## config.mk

```make
export PLATFORM = sky130hd
export DESIGN_NAME = core_top
export DESIGN_NICKNAME = d
export VERILOG_FILES = /design/src/design/core_pkg.sv /design/src/design/core_ifu.sv /design/src/design/core_idu.sv /design/src/design/core_regfile.sv /design/src/design/core_exu.sv /design/src/design/core_top.sv
export VERILOG_INCLUDE_DIRS = /design/src /design/src/design
export SDC_FILE = /design/constraint.sdc
export NUM_CORES = 2
export LEC_CHECK = 0
export BUFFER_PORTS_ARGS = -buffer_cell sky130_fd_sc_hd__buf_2
export CAP_MARGIN = 20
export CORE_ASPECT_RATIO = 1.4
export CORE_MARGIN = 3
export CORE_UTILIZATION = 45
export CTS_CLUSTER_SIZE = 28
export DETAILED_ROUTE_END_ITERATION = 6
export GPL_TIMING_DRIVEN = 1
export PLACE_DENSITY = 0.62
export SLEW_MARGIN = 20
export SYNTH_ARGS = -nofsm -noshare
export SYNTH_HDL_FRONTEND = slang
export SYNTH_SLANG_ARGS = --single-unit
```

## constraint.sdc

```tcl
create_clock -name clk -period 6.95 [get_ports clk]
set_input_delay 1.0425 -clock clk [delete_from_list [all_inputs] [get_ports clk]]
set_output_delay 1.0425 -clock clk [all_outputs]
set_load 0.05 [all_outputs]
```

## src/design/core_defs.svh

```systemverilog
`ifndef CORE_DEFS_SVH
`define CORE_DEFS_SVH

// integer register and datapath width
`define CORE_XLEN 64

// pc and fetch address width
// upper half of a 64 bit address is never used here
`define CORE_PC_W 32

// first fetch address after reset
`define CORE_RESET_PC 32'h8000_0000

// register index width
// 5 bits gives the 32 architectural registers
`define CORE_REG_ADDR_W 5

`endif

```

## src/design/core_pkg.sv

```systemverilog
package core_pkg;

  // operation passed from decode to execute
  // kept 8 bits wide so more ops can be added later
  typedef enum logic [7:0] {
    // no register write
    op_none = 8'h00,
    // op1 + op2 into rd
    op_add  = 8'h01
  } exu_op_e;

  // instruction format class seen by decode
  typedef enum logic [1:0] {
    // dummy, ebreak, invalid
    cls_none = 2'd0,
    // addi, jalr
    cls_i    = 2'd1,
    // lui, auipc
    cls_u    = 2'd2,
    // jal
    cls_j    = 2'd3
  } inst_class_e;

  // fetch fsm states
  typedef enum logic [1:0] {
    // req high, waiting for ack
    st_req      = 2'd0,
    // req low, waiting for ack to drop
    st_wait_low = 2'd1,
    // one cycle of decode, execute and commit
    st_exec     = 2'd2,
    // stopped until reset
    st_halt     = 2'd3
  } fetch_state_e;

endpackage

```

## src/design/core_ifu.sv

```systemverilog
`timescale 1ns/1ps
`include "core_defs.svh"

module core_ifu (
  input  logic                  clk,
  input  logic                  rst,
  input  logic                  inst_ack,
  input  logic [31:0]           inst_data,
  input  logic                  jump_flag,
  input  logic [`CORE_PC_W-1:0] jump_target,
  input  logic                  inst_ebreak,
  input  logic                  invalid_inst,
  output logic                  inst_req,
  output logic [`CORE_PC_W-1:0] inst_addr,
  output logic [`CORE_PC_W-1:0] pc,
  output logic [31:0]           inst,
  output logic                  exec,
  output logic                  halted,
  output logic                  invalid_seen
);
  import core_pkg::*;

  // sequential fetch step
  localparam logic [`CORE_PC_W-1:0] pc_step = 4;

  fetch_state_e state;
  fetch_state_e state_nxt;
  logic         stop;
  logic         take_inst;

  // ebreak or a bad word ends the run
  assign stop = inst_ebreak | invalid_inst;

  // ack only counts while our own req is up
  assign take_inst = (state == st_req) & inst_req & inst_ack;

  // four phase handshake sequencing
  always_comb begin
    state_nxt = state;
    case (state)
      st_req: begin
        if (take_inst) begin
          state_nxt = st_wait_low;
        end
      end
      st_wait_low: begin
        // ack must be seen low before the next req
        if (!inst_ack) begin
          state_nxt = st_exec;
        end
      end
      st_exec: begin
        state_nxt = stop ? st_halt : st_req;
      end
      st_halt: begin
        state_nxt = st_halt;
      end
      default: begin
        state_nxt = st_req;
      end
    endcase
  end

  always_ff @(posedge clk) begin
    if (rst) begin
      state        <= st_req;
      inst_req     <= 1'b0;
      pc           <= `CORE_RESET_PC;
      invalid_seen <= 1'b0;
    end else begin
      state    <= state_nxt;
      // registered req, low during reset, up one cycle after release
      inst_req <= (state_nxt == st_req);
      if (state == st_exec) begin
        // next pc chosen at the end of exec
        pc <= jump_flag ? jump_target : pc + pc_step;
        // sticky until reset
        if (invalid_inst) begin
          invalid_seen <= 1'b1;
        end
      end
    end
  end

  // instruction latch, loaded on the ack cycle
  always_ff @(posedge clk) begin
    if (take_inst) begin
      inst <= inst_data;
    end
  end

  // address held at pc for the whole request
  assign inst_addr = pc;
  assign exec      = (state == st_exec);
  assign halted    = (state == st_halt);

endmodule

```

## src/design/core_idu.sv

```systemverilog
`timescale 1ns/1ps
`include "core_defs.svh"

module core_idu (
  input  logic [`CORE_PC_W-1:0]       pc,
  input  logic [31:0]                 inst,
  input  logic [`CORE_XLEN-1:0]       rs1_data,
  output core_pkg::exu_op_e           exu_op,
  output logic [`CORE_XLEN-1:0]       op1,
  output logic [`CORE_XLEN-1:0]       op2,
  output logic [`CORE_PC_W-1:0]       op1_jump,
  output logic [`CORE_PC_W-1:0]       op2_jump,
  output logic                        jump_flag,
  output logic                        inst_ebreak,
  output logic                        invalid_inst,
  output logic                        rs1_r_en,
  output logic [`CORE_REG_ADDR_W-1:0] rs1_r_addr,
  output logic                        rd_w_en,
  output logic [`CORE_REG_ADDR_W-1:0] rd_w_addr
);
  import core_pkg::*;

  // major opcodes of the supported subset
  localparam logic [6:0] opc_imm    = 7'b0010011;
  localparam logic [6:0] opc_lui    = 7'b0110111;
  localparam logic [6:0] opc_auipc  = 7'b0010111;
  localparam logic [6:0] opc_jal    = 7'b1101111;
  localparam logic [6:0] opc_jalr   = 7'b1100111;
  localparam logic [6:0] opc_system = 7'b1110011;

  logic [6:0]                  opcode;
  logic [2:0]                  func3;
  logic [`CORE_REG_ADDR_W-1:0] rd;
  logic [`CORE_REG_ADDR_W-1:0] rs1;
  logic [`CORE_XLEN-1:0]       src_i;
  logic [`CORE_XLEN-1:0]       src_u;
  logic [`CORE_PC_W-1:0]       src_j;
  logic [`CORE_XLEN-1:0]       pc_ext;
  logic                        inst_dummy;
  logic                        inst_addi;
  logic                        inst_lui;
  logic                        inst_auipc;
  logic                        inst_jal;
  logic                        inst_jalr;
  inst_class_e                 inst_class;

  // fixed instruction fields
  assign opcode = inst[6:0];
  assign rd     = inst[11:7];
  assign func3  = inst[14:12];
  assign rs1    = inst[19:15];

  // sign extended immediates
  assign src_i = {{(`CORE_XLEN-12){inst[31]}}, inst[31:20]};
  assign src_u = {{(`CORE_XLEN-32){inst[31]}}, inst[31:12], 12'b0};
  // j immediate is scrambled in the word, bit 0 always zero
  assign src_j = {{(`CORE_PC_W-20){inst[31]}}, inst[19:12], inst[20], inst[30:21], 1'b0};

  // pc zero extended to data width
  assign pc_ext = {{(`CORE_XLEN-`CORE_PC_W){1'b0}}, pc};

  // all zero word behaves as a nop
  assign inst_dummy  = (inst == 32'h0);
  assign inst_addi   = (opcode == opc_imm) && (func3 == 3'b000);
  assign inst_lui    = (opcode == opc_lui);
  assign inst_auipc  = (opcode == opc_auipc);
  assign inst_jal    = (opcode == opc_jal);
  assign inst_jalr   = (opcode == opc_jalr) && (func3 == 3'b000);
  // only func3 is checked for ebreak, imm field ignored
  assign inst_ebreak = (opcode == opc_system) && (func3 == 3'b000);

  // anything outside the subset
  assign invalid_inst = ~(inst_dummy | inst_addi | inst_ebreak | inst_lui |
                          inst_auipc | inst_jal | inst_jalr);

  assign jump_flag = inst_jal | inst_jalr;

  // format class drives operand muxing
  always_comb begin
    inst_class = cls_none;
    if (inst_addi || inst_jalr) begin
      inst_class = cls_i;
    end else if (inst_lui || inst_auipc) begin
      inst_class = cls_u;
    end else if (inst_jal) begin
      inst_class = cls_j;
    end
  end

  // rs1 read only for i format
  assign rs1_r_en   = (inst_class == cls_i);
  assign rs1_r_addr = rs1_r_en ? rs1 : '0;

  // every recognized non-system op writes rd
  assign rd_w_en   = (inst_class != cls_none);
  assign rd_w_addr = rd_w_en ? rd : '0;
  assign exu_op    = rd_w_en ? op_add : op_none;

  // operand selection
  always_comb begin
    op1      = '0;
    op2      = '0;
    op1_jump = '0;
    op2_jump = '0;
    case (inst_class)
      cls_i: begin
        if (inst_jalr) begin
          // link value pc + 4, target rs1 + imm
          op1      = pc_ext;
          op2      = 64'd4;
          op1_jump = rs1_data[`CORE_PC_W-1:0];
          op2_jump = src_i[`CORE_PC_W-1:0];
        end else begin
          op1 = rs1_data;
          op2 = src_i;
        end
      end
      cls_u: begin
        // lui adds to zero, auipc to pc
        op1 = inst_auipc ? pc_ext : '0;
        op2 = src_u;
      end
      cls_j: begin
        op1      = pc_ext;
        op2      = 64'd4;
        op1_jump = pc;
        op2_jump = src_j;
      end
      default: begin
        // nothing to compute
        op1 = '0;
        op2 = '0;
      end
    endcase
  end

endmodule

```

## src/design/core_regfile.sv

```systemverilog
`timescale 1ns/1ps
`include "core_defs.svh"

module core_regfile (
  input  logic                        clk,
  input  logic                        rst,
  input  logic [`CORE_REG_ADDR_W-1:0] r_addr,
  input  logic                        w_en,
  input  logic [`CORE_REG_ADDR_W-1:0] w_addr,
  input  logic [`CORE_XLEN-1:0]       w_data,
  output logic [`CORE_XLEN-1:0]       r_data
);

  // one entry per index value
  localparam int reg_num = 1 << `CORE_REG_ADDR_W;

  logic [`CORE_XLEN-1:0] regs [reg_num];

  // synchronous write, x0 never written
  always_ff @(posedge clk) begin
    if (rst) begin
      for (int i = 0; i < reg_num; i++) begin
        regs[i] <= '0;
      end
    end else if (w_en && (w_addr != '0)) begin
      regs[w_addr] <= w_data;
    end
  end

  // combinational read
  // x0 forced to zero on the read side as well
  assign r_data = (r_addr == '0) ? '0 : regs[r_addr];

endmodule

```

## src/design/core_exu.sv

```systemverilog
`timescale 1ns/1ps
`include "core_defs.svh"

module core_exu (
  input  logic                        exec,
  input  logic [`CORE_PC_W-1:0]       pc,
  input  core_pkg::exu_op_e           exu_op,
  input  logic [`CORE_XLEN-1:0]       op1,
  input  logic [`CORE_XLEN-1:0]       op2,
  input  logic [`CORE_PC_W-1:0]       op1_jump,
  input  logic [`CORE_PC_W-1:0]       op2_jump,
  input  logic                        rd_w_en,
  input  logic [`CORE_REG_ADDR_W-1:0] rd_w_addr,
  output logic [`CORE_PC_W-1:0]       jump_target,
  output logic                        wb_en,
  output logic [`CORE_REG_ADDR_W-1:0] wb_addr,
  output logic [`CORE_XLEN-1:0]       wb_data,
  output logic                        commit_valid,
  output logic [`CORE_PC_W-1:0]       commit_pc,
  output logic                        commit_rd_en,
  output logic [`CORE_REG_ADDR_W-1:0] commit_rd_addr,
  output logic [`CORE_XLEN-1:0]       commit_rd_data
);
  import core_pkg::*;

  logic [`CORE_XLEN-1:0] result;
  logic [`CORE_PC_W-1:0] jump_sum;

  // main adder
  assign result = (exu_op == op_add) ? op1 + op2 : '0;

  // jump adder
  assign jump_sum = op1_jump + op2_jump;
  // bit 0 cleared as jalr needs
  // jal sums are even already so this is harmless there
  assign jump_target = {jump_sum[`CORE_PC_W-1:1], 1'b0};

  // write back only in the exec cycle
  assign wb_en   = exec & rd_w_en & (exu_op == op_add);
  assign wb_addr = wb_en ? rd_w_addr : '0;
  assign wb_data = wb_en ? result : '0;

  // commit mirrors the write back
  assign commit_valid   = exec;
  assign commit_pc      = exec ? pc : '0;
  assign commit_rd_en   = wb_en;
  assign commit_rd_addr = wb_addr;
  assign commit_rd_data = wb_data;

endmodule

```

## src/design/core_top.sv

```systemverilog
`timescale 1ns/1ps
`include "core_defs.svh"

module core_top (
  input  logic                        clk,
  input  logic                        rst,
  output logic                        inst_req,
  output logic [`CORE_PC_W-1:0]       inst_addr,
  input  logic                        inst_ack,
  input  logic [31:0]                 inst_data,
  output logic                        commit_valid,
  output logic [`CORE_PC_W-1:0]       commit_pc,
  output logic                        commit_rd_en,
  output logic [`CORE_REG_ADDR_W-1:0] commit_rd_addr,
  output logic [`CORE_XLEN-1:0]       commit_rd_data,
  output logic                        halted,
  output logic                        invalid_inst
);
  import core_pkg::*;

  // fetch to decode
  logic [`CORE_PC_W-1:0]       pc;
  logic [31:0]                 inst;
  logic                        exec;
  // decode outputs
  exu_op_e                     exu_op;
  logic [`CORE_XLEN-1:0]       op1;
  logic [`CORE_XLEN-1:0]       op2;
  logic [`CORE_PC_W-1:0]       op1_jump;
  logic [`CORE_PC_W-1:0]       op2_jump;
  logic                        jump_flag;
  logic                        inst_ebreak;
  logic                        invalid_dec;
  logic [`CORE_REG_ADDR_W-1:0] rs1_r_addr;
  logic [`CORE_XLEN-1:0]       rs1_data;
  logic                        rd_w_en;
  logic [`CORE_REG_ADDR_W-1:0] rd_w_addr;
  // execute back to fetch and regfile
  logic [`CORE_PC_W-1:0]       jump_target;
  logic                        wb_en;
  logic [`CORE_REG_ADDR_W-1:0] wb_addr;
  logic [`CORE_XLEN-1:0]       wb_data;

  core_ifu i_core_ifu (
    .clk          (clk),
    .rst          (rst),
    .inst_ack     (inst_ack),
    .inst_data    (inst_data),
    .jump_flag    (jump_flag),
    .jump_target  (jump_target),
    .inst_ebreak  (inst_ebreak),
    .invalid_inst (invalid_dec),
    .inst_req     (inst_req),
    .inst_addr    (inst_addr),
    .pc           (pc),
    .inst         (inst),
    .exec         (exec),
    .halted       (halted),
    .invalid_seen (invalid_inst)
  );

  // rs1_r_en only gates the read address inside decode
  core_idu i_core_idu (
    .pc           (pc),
    .inst         (inst),
    .rs1_data     (rs1_data),
    .exu_op       (exu_op),
    .op1          (op1),
    .op2          (op2),
    .op1_jump     (op1_jump),
    .op2_jump     (op2_jump),
    .jump_flag    (jump_flag),
    .inst_ebreak  (inst_ebreak),
    .invalid_inst (invalid_dec),
    .rs1_r_en     (),
    .rs1_r_addr   (rs1_r_addr),
    .rd_w_en      (rd_w_en),
    .rd_w_addr    (rd_w_addr)
  );

  core_regfile i_core_regfile (
    .clk    (clk),
    .rst    (rst),
    .r_addr (rs1_r_addr),
    .w_en   (wb_en),
    .w_addr (wb_addr),
    .w_data (wb_data),
    .r_data (rs1_data)
  );

  core_exu i_core_exu (
    .exec           (exec),
    .pc             (pc),
    .exu_op         (exu_op),
    .op1            (op1),
    .op2            (op2),
    .op1_jump       (op1_jump),
    .op2_jump       (op2_jump),
    .rd_w_en        (rd_w_en),
    .rd_w_addr      (rd_w_addr),
    .jump_target    (jump_target),
    .wb_en          (wb_en),
    .wb_addr        (wb_addr),
    .wb_data        (wb_data),
    .commit_valid   (commit_valid),
    .commit_pc      (commit_pc),
    .commit_rd_en   (commit_rd_en),
    .commit_rd_addr (commit_rd_addr),
    .commit_rd_data (commit_rd_data)
  );

endmodule

```

==> out/metrics.yaml <==
outcome:
  status: "finished, violations left"
  failed_checks: "DRC, setup timing"
floorplan:
  die_x_um: 404
  start_util_pct: 45.4
  rows: 203
  die_area_um2: 227000
  die_h_um: 563
  core_region_area_um2: 219000
  io_pins: 173
run:
  maxCapViolations: 0
sta:
  min_period_over_period_pct: 116
  max_clock_freq_mhz: 124
  worst_slack_ps: -1100
  fin_skew_ps: 75.6
  max_slew_margin_pct: 15.4
  timing_worst_slew_pin_value_ps: 1270
  period_needed_ps: 8050
  setup_violations: 53
  holdWs_ps: 365
  grt_setup_unrepaired: "true"
  final_hold_viol_count: 0
  finalMaxSlewViolations: 0
clock_tree:
  clock_tree.root_cell: "sky130_fd_sc_hd__clkbuf_16"
  htreeDepth: 4
  numClockSinks: 2115
  cts_tree: "built"
  clock_path_buffers: 4
  cts_hold_repair.buffers: 0
  numCtsBuffers: 207
  clk-insertion-delay-late_ps: 920
  clk_pin_slew_worst_paths_ps: 60
synthesis:
  synth_simple_gate_area_share_pct: 18.1
  synth_compound_area_share_pct: 12.1
  synthDominantCellAreaShare_pct: 62.7
  number_of_instances_in_the_synthesized_netlist: 9447
  post_synth_num_cell_types: 96
  yosysWarnings: 0
  synth_async_sr_flop_share_pct: 0
  postSynthRegisterBits: 2115
  yosys-top-cells-area: "sky130_fd_sc_hd__edfxtp_1 63%, sky130_fd_sc_hd__nor2_1 8.1%, sky130_fd_sc_hd__nand2_1 4.4%"
  synth-adder-area-share_pct: 1.22
  synth_seq_area_share_pct: 63.4
  post-synth-top-area-cell: "sky130_fd_sc_hd__edfxtp_1"
  synth_area_um2: 99600
  avgSynthCellArea_um2: 10.5
  synth_top_family_by_area: "simple AND/OR/NAND/NOR gates"
  synth_top_flop_cell: "sky130_fd_sc_hd__edfxtp_1"
  synth.area.mux_share_pct: 0.676
  synth-xor-area-share_pct: 0.664
  synth_edf_count: 2080
critical_path:
  stage_delay_of_the_slowest_cell_on_the_critical_path_ps: 460
  end_kind: "output port"
  crit_path_top_delay_cell: "sky130_fd_sc_hd__edfxtp_1"
  worst-endpoint-required_ps: 5910
  timing.critical_path.fanout_max: 8
  cells_on_worst_reg2reg_path: 34
  r2r-end: "i_core_regfile.regs[1][58]$_SDFFCE_PN0P_"
  timing.critical_path.buf_inv: 11
  r2r_start: "i_core_ifu.inst[3]$_DFFE_PP_"
  cp_top_family: "compound AO/OA/AOI/OAI gates"
  timing.critical_path.arrival_ps: 7010
  setup.worst_path.class: "register to output port"
  timing.critical_path.from_type: "register"
  worst-r2r-setup-slack_ps: 150
cells_and_area:
  area.growth.synth_to_final_pct: 22.8
  multiInputGateArea_um2: 36000
  final_cell_area_um2: 122000
  final_layout_size_suffix_gt1_share_pct: 20.8
  final-seq-area_um2: 63200
  final_nets: 10300
  fillerInstances: 18600
route:
  vias: 83100
  drt_first_iter_violations: 10500
  totalWireLength_um: 418000
  wire_per_inst_um: 31.7
  number_of_detailed_route_iterations_in_the_first_pass: 7
  antenna_left: 0
  post_drt_via_cell_ratio: 6.29
  drc: 1
global_routing:
  grt_first_pass_wirelength_um: 586000
  grt_max_degree: 76
  grt_use_total_pct: 35.9
  vias_in_the_first_global_route: 80800
  grt_util_met2_pct: 58.0
  globalRoute.busiestLayer: "met2"
  grt_overflow_total: 0
  antenna_found_initial: 11
  grt_use_met3_pct: 6.87
  globalRouteMet1Util_pct: 42.1
place:
  buffers_added_on_ports: 170
  place.detailed.hpwl_um: 258000
  placement.cell_area_um2: 112000
  final_weighted_congestion_in_routability_driven_placement: 0.970
power_and_ir_drop:
  cellLeakagePower_nw: 44.1
  power_per_cell_area_nw_per_um2: 219
  peakVddDrop_mv: 0.273
  power.total_mw: 26.8
hold_path:
  hold_start: "inst_data[29]"
  min_path_cells: 1
  hold_end: "i_core_ifu.inst[29]$_DFFE_PP_"
  holdCritPathClass: "primary input to register"
[where the power goes]
part | switching, mW | internal (mW) | total [mW]
Sequential | 0.145 | 14.4 | 14.6
Clock | 4.96 | 5.95 | 10.9
Combinational | 0.943 | 0.385 | 1.33
Total | 6.04 | 20.7 | 26.8
[cells in the mapped netlist, drive strengths merged, types with 91 or more instances]
library cell / count
inv: 91
nand2: 1157
ha: 94
a211oi: 337
a21oi: 238
buf: 268
nor2: 2138
nand3: 283
o21ai: 288
o22ai: 242
o211ai: 94
nor3: 105
nor2b: 235
clkbuf: 653
edfxtp: 2080
a31oi: 331
and3: 114
[cell type report]
class	count	share of cell area, %
repair buffers	1371	10.5
multi-input cells	6384	29.4
diodes	6	0.0123
clock buffers	261	4.47
clock inverters	110	0.663
inverters	92	0.297
well taps	2870	2.94
flip-flops and latches	2115	51.6
[placed cells by master, fill, tap and decap left out, types with 30 or more instances in the layout]
cell type,count
sky130_fd_sc_hd__a21oi_2,40
sky130_fd_sc_hd__buf_4,962
sky130_fd_sc_hd__o21ai_0,201
sky130_fd_sc_hd__clkbuf_1,50
sky130_fd_sc_hd__nand2_2,30
sky130_fd_sc_hd__a21o_1,86
sky130_fd_sc_hd__conb_1,66
sky130_fd_sc_hd__inv_1,66
sky130_fd_sc_hd__and2_1,65
sky130_fd_sc_hd__nand2_1,1090
sky130_fd_sc_hd__clkinv_2,30
sky130_fd_sc_hd__mux2i_1,56
sky130_fd_sc_hd__a211oi_1,302
sky130_fd_sc_hd__clkbuf_16,213
sky130_fd_sc_hd__o211ai_1,94
sky130_fd_sc_hd__nor3_1,82
sky130_fd_sc_hd__nor2_1,2115
sky130_fd_sc_hd__nor2b_1,234
sky130_fd_sc_hd__buf_2,110
sky130_fd_sc_hd__and3_1,107
sky130_fd_sc_hd__o22ai_1,217
sky130_fd_sc_hd__ha_1,77
sky130_fd_sc_hd__dfxtp_1,35
sky130_fd_sc_hd__o221ai_1,53
sky130_fd_sc_hd__nand2b_4,33
sky130_fd_sc_hd__o21ai_1,44
sky130_fd_sc_hd__nand4_1,31
sky130_fd_sc_hd__edfxtp_1,2080
sky130_fd_sc_hd__a21oi_1,181
sky130_fd_sc_hd__nand2_4,35
sky130_fd_sc_hd__a31oi_1,296
sky130_fd_sc_hd__nand3_1,276
sky130_fd_sc_hd__buf_12,168
sky130_fd_sc_hd__buf_6,97
sky130_fd_sc_hd__clkinv_1,56
[metrics by stage]
step	setup TNS [ps]	setup WS, ps	utilization (%)	instances
3_3_place_gp	-106810	-946	50.9	12700
6_report	-37540	-1100	55.7	13200
5_1_grt	-48300	-1270	55.7	13200
4_1_cts	-40220	-1150	54.9	13100
2_1_floorplan	-82.0	-82.0	-	9512
3_5_place_dp	-100620	-969	50.9	12700
[worst register-to-register path: cells and delay by family, from the launching register on]
family | cells | cell delay, ps
AND/OR/NAND/NOR | 8 | 1400
AO/OA/AOI/OAI | 10 | 1960
XOR/XNOR | 1 | 190
adder cells (fa/ha/maj) | 1 | 230
flip-flops | 1 | 460
buffers and inverters | 14 | 2310
[how the worst max path moves through the flow]
stage,start,to,slack [ps],cells after the start
detailed placement,i_core_ifu.inst[3]$_DFFE_PP_,commit_rd_data[40],-970,33
global route,i_core_ifu.inst[3]$_DFFE_PP_,commit_rd_data[60],-1270,28
CTS,i_core_ifu.inst[12]$_DFFE_PP_,commit_rd_data[60],-1150,32
global placement,i_core_ifu.inst[3]$_DFFE_PP_,commit_rd_data[40],-950,33
floorplan,i_core_ifu.inst[3]$_DFFE_PP_,commit_rd_data[54],-80,30
finish,i_core_ifu.inst[3]$_DFFE_PP_,commit_rd_data[60],-1100,32
[layer usage]
layer,wire (um),vias up
met5,0,-
met4,40500,0
met3,42700,1530
met2,194000,5590
met1,141000,40800
li1,-,35200
[state kept, by name, summed over array words and instances (netlist names)]
register	count
i_core_regfile.regs	2048
i_core_ifu.inst	32
i_core_ifu.inst_addr	31
i_core_ifu.state	2
i_core_ifu.inst_req	1
i_core_ifu.invalid_seen	1
[logic make-up after synthesis]
| kind of cell | Yosys count |
|---|---|
| xor gates and xnor gates | 74 |
| buffers and inverters | 1013 |
| adders and majority gates | 96 |
| AOI/OAI and AO/OA | 1833 |
| DFF | 2115 |
| other | 1 |
| muxes | 63 |
| and+or+nand+nor | 4252 |
[timing repair]
item / in CTS / in global routing
pin swaps: 99 / 113
gates cloned: 8 / 1
buffers inserted: 62 / 76
setup endpoints to repair: 629 / 339
hold endpoints to repair: 0 / 0
gates resized for setup: 406 / 311
Note: power is estimated with default switching activity, not from simulation.
